==> config.mk <==
export PLATFORM = sky130hd
export DESIGN_NAME = wbxbc_distributor
export DESIGN_NICKNAME = d
export VERILOG_FILES = /design/src/wbxbc_bus_pkg.sv /design/src/wbxbc_dist_pkg.sv /design/src/wbxbc_distributor.sv /design/src/wbxbc_owner_tracker.sv /design/src/wbxbc_region_decoder.sv /design/src/wbxbc_response_mux.sv
export VERILOG_INCLUDE_DIRS = /design/src /design/src/include
export SDC_FILE = /design/constraint.sdc
export NUM_CORES = 1
export LEC_CHECK = 0
export BUFFER_PORTS_ARGS = -buffer_cell sky130_fd_sc_hd__buf_2
export CAP_MARGIN = 20
export CORE_AREA = 2 2 119 121
export CTS_CLUSTER_DIAMETER = 200
export DETAILED_ROUTE_END_ITERATION = 8
export DIE_AREA = 0 0 121 123
export SLEW_MARGIN = 25
export SYNTH_ARGS = -nofsm -noshare
export SYNTH_HDL_FRONTEND = slang
export SYNTH_HIERARCHICAL = 1
export SYNTH_SLANG_ARGS = --single-unit
==> constraint.sdc <==
create_clock -name clk_i -period 4.3 [get_ports clk_i]
set_clock_uncertainty 0.05 [all_clocks]
set_input_delay 0.43 -clock clk_i [delete_from_list [all_inputs] [get_ports clk_i]]
set_output_delay 0.43 -clock clk_i [all_outputs]
set_load 0.02 [all_outputs]
==> src/include/wbxbc_defs.svh <==
//------------------------------
// wishbone distributor sizing
// target count and bus widths
//------------------------------
`ifndef WBXBC_DEFS_SVH
`define WBXBC_DEFS_SVH

//------------------------------
// bus sizes
//------------------------------
`define WBX_TGT_CNT  4          // number of targets
`define WBX_ADR_W    16         // address width
`define WBX_DAT_W    16         // data width
`define WBX_SEL_W    2          // byte selects

//------------------------------
// ownership tracking
//------------------------------
`define WBX_PEND_W   3          // pending counter, up to 7 in flight

`endif

==> src/wbxbc_bus_pkg.sv <==
//------------------------------
// wishbone bus types
// request and response bundles
//------------------------------
`include "wbxbc_defs.svh"

package wbxbc_bus_pkg;

   //------------------------------
   // plain vectors
   //------------------------------
   typedef logic [`WBX_ADR_W-1:0] wb_adr_t;     // address
   typedef logic [`WBX_DAT_W-1:0] wb_dat_t;     // data word
   typedef logic [`WBX_SEL_W-1:0] wb_sel_t;     // byte selects

   //------------------------------
   // bundles
   //------------------------------
   // request fields, common to all targets
   typedef struct packed {
      logic    we;                              // write enable
      wb_sel_t sel;                             // write data selects
      wb_adr_t adr;                             // address
      wb_dat_t dat;                             // write data
   } wb_req_t;

   // response of one target
   typedef struct packed {
      logic    ack;                             // normal end of access
      logic    err;                             // access failed
      logic    rty;                             // retry later
      logic    stall;                           // request not taken
      wb_dat_t dat;                             // read data
   } wb_rsp_t;

endpackage

==> src/wbxbc_dist_pkg.sv <==
//------------------------------
// distributor types
// target select, regions, owner FSM
//------------------------------
`include "wbxbc_defs.svh"

package wbxbc_dist_pkg;
   import wbxbc_bus_pkg::*;

   typedef logic [$clog2(`WBX_TGT_CNT)-1:0] tgt_idx_t;   // target number
   typedef logic [`WBX_TGT_CNT-1:0]         tgt_vec_t;   // one bit per target

   // address region of one target
   typedef struct packed {
      wb_adr_t base;                            // region base
      wb_adr_t mask;                            // relevant address bits
   } region_t;

   // ownership FSM
   typedef enum logic [1:0] {
      OWN_IDLE = 2'd0,                          // nothing pending
      OWN_BUSY = 2'd1,                          // owner has requests in flight
      OWN_ERR  = 2'd2                           // answering an unmapped access
   } owner_state_t;

endpackage

==> src/wbxbc_distributor.sv <==
//------------------------------
// wishbone distributor
// one initiator to four address mapped targets
//------------------------------
`include "wbxbc_defs.svh"

module wbxbc_distributor
   import wbxbc_bus_pkg::*, wbxbc_dist_pkg::*;
(
   input  logic                       clk_i,
   input  logic                       arst_n_i,
   input  region_t [`WBX_TGT_CNT-1:0] region_i,   // static while no cycle
   input  logic                       itr_cyc_i,
   input  logic                       itr_stb_i,
   input  wb_req_t                    itr_req_i,
   output wb_rsp_t                    itr_rsp_o,
   output tgt_vec_t                   tgt_cyc_o,
   output tgt_vec_t                   tgt_stb_o,
   output wb_req_t                    tgt_req_o,  // common to all targets
   input  wb_rsp_t [`WBX_TGT_CNT-1:0] tgt_rsp_i
);

   //------------------------------
   // internal wiring
   //------------------------------
   tgt_vec_t hit;                  // decoded regions
   tgt_idx_t hit_idx;              // decoded target
   tgt_idx_t sel_idx;              // routed target
   logic     sel_vld;
   logic     switch_stall;
   logic     unmapped_err;
   logic     rsp_done;             // response back to initiator

   assign tgt_req_o = itr_req_i;   // fanout to every target

   wbxbc_region_decoder u_decoder (
      .region_i  (region_i),
      .adr_i     (itr_req_i.adr),
      .hit_o     (hit),
      .hit_idx_o (hit_idx)
   );

   wbxbc_owner_tracker u_tracker (
      .clk_i          (clk_i),
      .arst_n_i       (arst_n_i),
      .cyc_i          (itr_cyc_i),
      .stb_i          (itr_stb_i),
      .hit_i          (hit),
      .hit_idx_i      (hit_idx),
      .rsp_done_i     (rsp_done),
      .sel_idx_o      (sel_idx),
      .sel_vld_o      (sel_vld),
      .switch_stall_o (switch_stall),
      .unmapped_err_o (unmapped_err)
   );

   wbxbc_response_mux u_rsp_mux (
      .cyc_i          (itr_cyc_i),
      .stb_i          (itr_stb_i),
      .sel_idx_i      (sel_idx),
      .sel_vld_i      (sel_vld),
      .switch_stall_i (switch_stall),
      .unmapped_err_i (unmapped_err),
      .tgt_rsp_i      (tgt_rsp_i),
      .tgt_cyc_o      (tgt_cyc_o),
      .tgt_stb_o      (tgt_stb_o),
      .itr_rsp_o      (itr_rsp_o),
      .rsp_done_o     (rsp_done)
   );

endmodule

==> src/wbxbc_owner_tracker.sv <==
//------------------------------
// owner tracker
// pending count per owner, switch stall, unmapped error
//------------------------------
`include "wbxbc_defs.svh"

module wbxbc_owner_tracker
   import wbxbc_dist_pkg::*;
(
   input  logic     clk_i,
   input  logic     arst_n_i,
   input  logic     cyc_i,           // initiator cycle
   input  logic     stb_i,           // initiator strobe
   input  tgt_vec_t hit_i,           // decoded regions
   input  tgt_idx_t hit_idx_i,       // decoded target
   input  logic     rsp_done_i,      // response returned this cycle
   output tgt_idx_t sel_idx_o,       // target to route to
   output logic     sel_vld_o,       // routing valid
   output logic     switch_stall_o,  // hold the request back
   output logic     unmapped_err_o   // error for unmapped access
);

   owner_state_t           state_q, state_d;
   tgt_idx_t               owner_q, owner_d;
   logic [`WBX_PEND_W-1:0] pend_q, pend_d;     // requests in flight
   logic                   mapped;             // address hits a region
   logic                   req;                // strobe inside cycle
   logic                   acc;                // request taken
   logic                   inc, dec;           // counter steps

   assign mapped = |hit_i;
   assign req    = cyc_i & stb_i;

   //------------------------------
   // stall and routing
   //------------------------------
   always_comb
   begin
      switch_stall_o = 1'b0;
      if (req)
      begin
         case (state_q)
            OWN_BUSY: switch_stall_o = ~mapped |                 // error must wait its turn
                                       (hit_idx_i != owner_q) |  // other target
                                       (&pend_q);                // counter full
            OWN_ERR:  switch_stall_o = 1'b1;                     // error slot
            default:  switch_stall_o = 1'b0;
         endcase
      end
   end

   assign acc            = req & ~switch_stall_o;
   assign inc            = acc & mapped;
   assign dec            = rsp_done_i & (state_q != OWN_ERR);   // own error is no target rsp
   assign sel_idx_o      = (state_q == OWN_BUSY) ? owner_q : hit_idx_i;
   assign sel_vld_o      = (state_q == OWN_BUSY) | (stb_i & mapped);
   assign unmapped_err_o = (state_q == OWN_ERR);                 // one cycle after acceptance

   //------------------------------
   // next state
   //------------------------------
   always_comb
   begin
      pend_d  = pend_q + {{(`WBX_PEND_W-1){1'b0}}, inc}
                       - {{(`WBX_PEND_W-1){1'b0}}, dec};
      owner_d = owner_q;
      if (inc && (state_q != OWN_BUSY))
      begin
         owner_d = hit_idx_i;                    // new owner
      end
      if (!cyc_i)
      begin
         state_d = OWN_IDLE;                     // cycle dropped, forget all
         pend_d  = '0;
      end
      else if (acc && !mapped)
      begin
         state_d = OWN_ERR;
      end
      else if (pend_d != '0)
      begin
         state_d = OWN_BUSY;
      end
      else
      begin
         state_d = OWN_IDLE;
      end
   end

   always_ff @(posedge clk_i or negedge arst_n_i)
   begin
      if (!arst_n_i)
      begin
         state_q <= OWN_IDLE;
         owner_q <= '0;
         pend_q  <= '0;
      end
      else
      begin
         state_q <= state_d;
         owner_q <= owner_d;
         pend_q  <= pend_d;
      end
   end

endmodule

==> src/wbxbc_region_decoder.sv <==
//------------------------------
// region decoder
// address to target hit vector and index
//------------------------------
`include "wbxbc_defs.svh"

module wbxbc_region_decoder
   import wbxbc_bus_pkg::*, wbxbc_dist_pkg::*;
(
   input  region_t [`WBX_TGT_CNT-1:0] region_i,  // base and mask per target
   input  wb_adr_t                    adr_i,     // initiator address
   output tgt_vec_t                   hit_o,     // matching regions
   output tgt_idx_t                   hit_idx_o  // encoded hit
);

   //------------------------------
   // per region compare
   //------------------------------
   always_comb
   begin
      for (int i = 0; i < `WBX_TGT_CNT; i++)
      begin
         // match when all masked bits agree with the base
         hit_o[i] = ~|((region_i[i].base ^ adr_i) & region_i[i].mask);
      end
   end

   //------------------------------
   // index encoding
   //------------------------------
   // regions never overlap, so at most one bit is set
   always_comb
   begin
      hit_idx_o = '0;                                    // unmapped reads as 0
      for (int i = 0; i < `WBX_TGT_CNT; i++)
      begin
         if (hit_o[i])
         begin
            hit_idx_o = tgt_idx_t'(i);                   // take the hit
         end
      end
   end

endmodule

==> src/wbxbc_response_mux.sv <==
//------------------------------
// response mux
// target strobes out, owner response back
//------------------------------
`include "wbxbc_defs.svh"

module wbxbc_response_mux
   import wbxbc_bus_pkg::*, wbxbc_dist_pkg::*;
(
   input  logic                       cyc_i,           // initiator cycle
   input  logic                       stb_i,           // initiator strobe
   input  tgt_idx_t                   sel_idx_i,       // routed target
   input  logic                       sel_vld_i,       // routing valid
   input  logic                       switch_stall_i,  // tracker hold
   input  logic                       unmapped_err_i,  // tracker error
   input  wb_rsp_t [`WBX_TGT_CNT-1:0] tgt_rsp_i,       // target responses
   output tgt_vec_t                   tgt_cyc_o,
   output tgt_vec_t                   tgt_stb_o,
   output wb_rsp_t                    itr_rsp_o,       // merged response
   output logic                       rsp_done_o       // ack, err or rty seen
);

   wb_rsp_t sel_rsp;                                   // chosen target response
   logic    own;                                       // route is live

   assign own     = cyc_i & sel_vld_i;
   assign sel_rsp = tgt_rsp_i[sel_idx_i];

   //------------------------------
   // target side
   //------------------------------
   always_comb
   begin
      tgt_cyc_o = '0;
      tgt_stb_o = '0;
      if (own)
      begin
         tgt_cyc_o[sel_idx_i] = 1'b1;                          // only one target
         tgt_stb_o[sel_idx_i] = stb_i & ~switch_stall_i;       // held while switching
      end
   end

   //------------------------------
   // initiator side
   //------------------------------
   always_comb
   begin
      itr_rsp_o.ack   = own & sel_rsp.ack;
      itr_rsp_o.err   = (own & sel_rsp.err) | unmapped_err_i;  // own error merged
      itr_rsp_o.rty   = own & sel_rsp.rty;
      itr_rsp_o.stall = (own & sel_rsp.stall) | switch_stall_i;
      itr_rsp_o.dat   = sel_rsp.dat;                           // qualified by ack
   end

   assign rsp_done_o = itr_rsp_o.ack | itr_rsp_o.err | itr_rsp_o.rty;

endmodule

==> load_flow_metrics.sql <==
INSERT INTO impl_metrics (metric_group, metric, value, unit) VALUES
('outcome', 'status', 'completed', ''),
('power_and_ir_drop', 'vdd_ir_drop_max', '0.2078', 'mV'),
('synthesis', 'area_fraction_of_the_dominant_cell_type_after_synthesis', '25.82', '%'),
('synthesis', 'netlist-cell-type-count', '35', ''),
('synthesis', 'synth.top_cells.by_area', 'sky130_fd_sc_hd__xor2_1, sky130_fd_sc_hd__mux4_2, sky130_fd_sc_hd__buf_4', ''),
('power_and_ir_drop', 'pwr-share-seq', '12.9', '%'),
('route', 'antenna_violating_nets_post_route', '0', ''),
('synthesis', 'synthXorXnorAreaFrac', '26.83', '%'),
('finish', 'antenna-diode-count', '0', ''),
('sta', 'slew_headroom', '74.33', '%'),
('global_routing', 'grt_antenna_before_repair', '0', ''),
('sta', 'fmaxAchievable', '0.2426', 'GHz'),
('route', 'drt_wl_total', '9965', 'µm'),
('route', 'wl_per_cell', '14.83', 'µm'),
('global_routing', 'grt_first_pass_wirelength', '14200', 'µm'),
('cts', 'clock_sink_count', '7', ''),
('run', 'maxCapViolCount', '0', ''),
('power_and_ir_drop', 'design_power_total', '0.7578', 'mW'),
('setup_path', 'worst-setup-path-type', 'input port to register', ''),
('placed_design', 'placement_stage_worst_setup_slack', '-0.3481', 'ns'),
('synthesis', 'synth.yosys.warnings', '6', ''),
('finish', 'layout.nets', '745', ''),
('cts', 'cts.root.buffer_cell', 'sky130_fd_sc_hd__clkbuf_16', ''),
('floorplan', 'io_pins', '310', ''),
('setup_path', 'critical_path.reg2reg.startpoint', 'u_tracker/state_q[1]', ''),
('setup_path', 'crit_path_max_fanout', '5', ''),
('setup_path', 'critical_path.endpoint_type', 'register', ''),
('route', 'post_drt_via_cell_ratio', '4.132', ''),
('global_routing', 'grt_overflow_total', '0', ''),
('synthesis', 'synthSimpleGateAreaFrac', '10.84', '%'),
('placed_design', 'dpl_hpwl', '9032', 'µm'),
('power_and_ir_drop', 'power.switching', '0.2904', 'mW'),
('power_and_ir_drop', 'clock_power_share', '20.6', '%'),
('cts', 'cts.reportedPaths.clkPinSlew', '0.04', 'ns'),
('cts', 'max-clock-path-buffers', '2', ''),
('synthesis', 'biggest_area_consumer_among_synthesized_cells', 'sky130_fd_sc_hd__xor2_1', ''),
('synthesis', 'post-synth-top-count-cell', 'sky130_fd_sc_hd__xor2_1', ''),
('synthesis', 'synth_adder_area_share', '3.130', '%'),
('sta', 'setup_viol', '0', ''),
('setup_path', 'worstPathArrival', '4.18', 'ns'),
('route', 'routed-via-count', '2777', ''),
('sta', 'timing.final.hold_violations', '0', ''),
('synthesis', 'synth_seq_cells', '7', ''),
('synthesis', 'netlist_instances', '236', ''),
('cts', 'htree_num_levels', '1', ''),
('floorplan', 'floorplan.core_area', '13610', 'µm²'),
('synthesis', 'mux_contribution_to_synthesized_area', '22.14', '%'),
('synthesis', 'avgSynthCellArea', '9.485', 'µm²'),
('sta', 'worst_slack', '0.1788', 'ns'),
('sta', 'worst-slew-pin-transition', '0.3821', 'ns'),
('sta', 'timing_max_transition_violations_final', '0', ''),
('synthesis', 'post_synth_most_frequent_cells', 'sky130_fd_sc_hd__xor2_1, sky130_fd_sc_hd__buf_4, sky130_fd_sc_hd__a22oi_1', ''),
('power_and_ir_drop', 'powerDensity', '199.8', 'nW/µm²'),
('finish', 'multi_input_comb_area', '1765', 'µm²'),
('sta', 'grt_setup_unrepaired', 'yes', ''),
('floorplan', 'design.die.area', '14880', 'µm²'),
('setup_path', 'critPathLaunchType', 'input port', ''),
('finish', 'flow.area_growth_from_synthesis', '69.48', '%'),
('power_and_ir_drop', 'leakage', '2.024', 'nW'),
('power_and_ir_drop', 'power_report.internal_total', '0.4674', 'mW'),
('floorplan', 'floorplan.die.width', '121', 'µm'),
('route', 'first_iter_violations', '121', ''),
('placed_design', 'place_congestion', '0.8108', ''),
('finish', 'drive_gt1_share', '66.26', '%'),
('global_routing', 'grt_pass1_vias', '2755', ''),
('synthesis', 'synth-edff-count', '0', ''),
('placed_design', 'port_buffers', '271', ''),
('setup_path', 'critPathRequiredTime', '4.36', 'ns'),
('worst_hold_path', 'path_category_of_the_worst_min_delay_check', 'input port to register', ''),
('floorplan', 'die-height', '123', 'µm'),
('finish', 'sequential_cell_area', '175.2', 'µm²');
[critical path, cell delays in order]
cell and delay (ns):
sky130_fd_sc_hd__buf_2 0.14, sky130_fd_sc_hd__xor2_1 0.15, sky130_fd_sc_hd__a22oi_1 0.23, sky130_fd_sc_hd__nand4_1 0.14, sky130_fd_sc_hd__or2_1 0.28, sky130_fd_sc_hd__a21o_1 0.22
sky130_fd_sc_hd__mux2_4 0.32, sky130_fd_sc_hd__mux4_2 0.45, sky130_fd_sc_hd__o41a_1 0.41, sky130_fd_sc_hd__nor2b_1 0.13, sky130_fd_sc_hd__ha_1 0.27, sky130_fd_sc_hd__inv_1 0.05
sky130_fd_sc_hd__ha_1 0.13, sky130_fd_sc_hd__inv_1 0.05, sky130_fd_sc_hd__fa_2 0.32, sky130_fd_sc_hd__xnor3_1 0.24, sky130_fd_sc_hd__nand3b_1 0.09, sky130_fd_sc_hd__o211a_1 0.12
[layer usage]
| layer | track usage [%] | routed length [µm] | up-vias |
|---|---|---|---|
| li1 | - | - | 1358 |
| met1 | 16.11 | 4174 | 1289 |
| met2 | 21.10 | 5018 | 122 |
| met3 | 2.076 | 699 | 8 |
| met4 | 1.308 | 73 | 0 |
| met5 | 0 | 0 | - |
[final timing paths]
kind,to,slack [ns],depth (start not counted)
worst max register to register,u_tracker/state_q[0],0.76,14
worst min register to register,u_tracker/owner_q[0],0.49,1
max in group asynchronous,u_tracker/state_q[0],3.52,2
worst min-delay path,u_tracker/state_q[0],0.48,2
min in group asynchronous,u_tracker/pend_q[0],0.52,2
worst max-delay path,u_tracker/state_q[0],0.18,18
[sequential cells by signal (all words and copies together), names as in the netlist]
signal	flops
u_tracker/state_q	2
u_tracker/pend_q	3
u_tracker/owner_q	2
[final cells by class]
cell class / count / share of cell area (%)
sequential: 7 / 4.617
multi-input combinational: 182 / 46.54
tap: 180 / 5.937
inverter: 6 / 0.5937
clock buffer: 4 / 2.078
timing repair buffer: 293 / 40.24
[logic make-up (layout without fill, tap and decap cells)]
kind of cell	count (synthesis)	count (layout)
buffers and inverters	47	303
xor gates and xnor gates	67	67
AOI/OAI and AO/OA	44	44
DFF	7	7
muxes	24	24
and+or+nand+nor	42	42
adders and majority gates	5	5
[what timing repair did]
| action | in CTS | in global routing |
|---|---|---|
| gates resized for setup | 2 | 5 |
| setup buffers | 1 | 2 |
| pin swaps | 1 | 8 |
| setup endpoints to repair | 1 | 1 |
| endpoints found under the hold margin | 7 | 0 |
| hold buffers | 1 | 0 |
[placed cells by master (no fill, tap or decap), drive strengths merged, types with 2 or more instances in the layout]
cell type,Yosys,final
mux2,4,4
o21bai,2,2
clkbuf,2,5
ha,4,4
buf,39,291
inv,6,6
nand2,5,5
dfrtp,7,7
nor2,11,11
nor3,3,3
xor2,66,66
a21o,2,2
nand2b,2,2
nand4,8,8
mux4,20,20
nor4,2,2
o21ai,2,2
nor2b,6,6
a31o,2,2
a22oi,32,32
[per-stage QoR]
step,instance area (µm²),util [%],instances,hold slack (ns),TNS (ns)
5_1_grt,3794,27.87,672,0.4971,-0.01154
3_3_place_gp,3659,26.88,664,0.2264,-0.5649
6_report,3794,27.87,672,0.4813,0
4_1_cts,3762,27.64,670,0.4777,0
3_5_place_dp,3659,26.88,664,0.2269,-0.6176
2_1_floorplan,2238,-,236,0.08441,0
[power groups by stage]
stage	clock network [mW]	logic (mW)	registers (mW)
2_1_floorplan	0	0.313	0.0948
3_3_place_gp	0	0.493	0.0984
3_5_place_dp	0	0.497	0.0989
4_1_cts	0.160	0.503	0.0980
5_1_grt	0.168	0.555	0.102
6_report	0.156	0.504	0.0980
(Power assumes the default switching activity.)
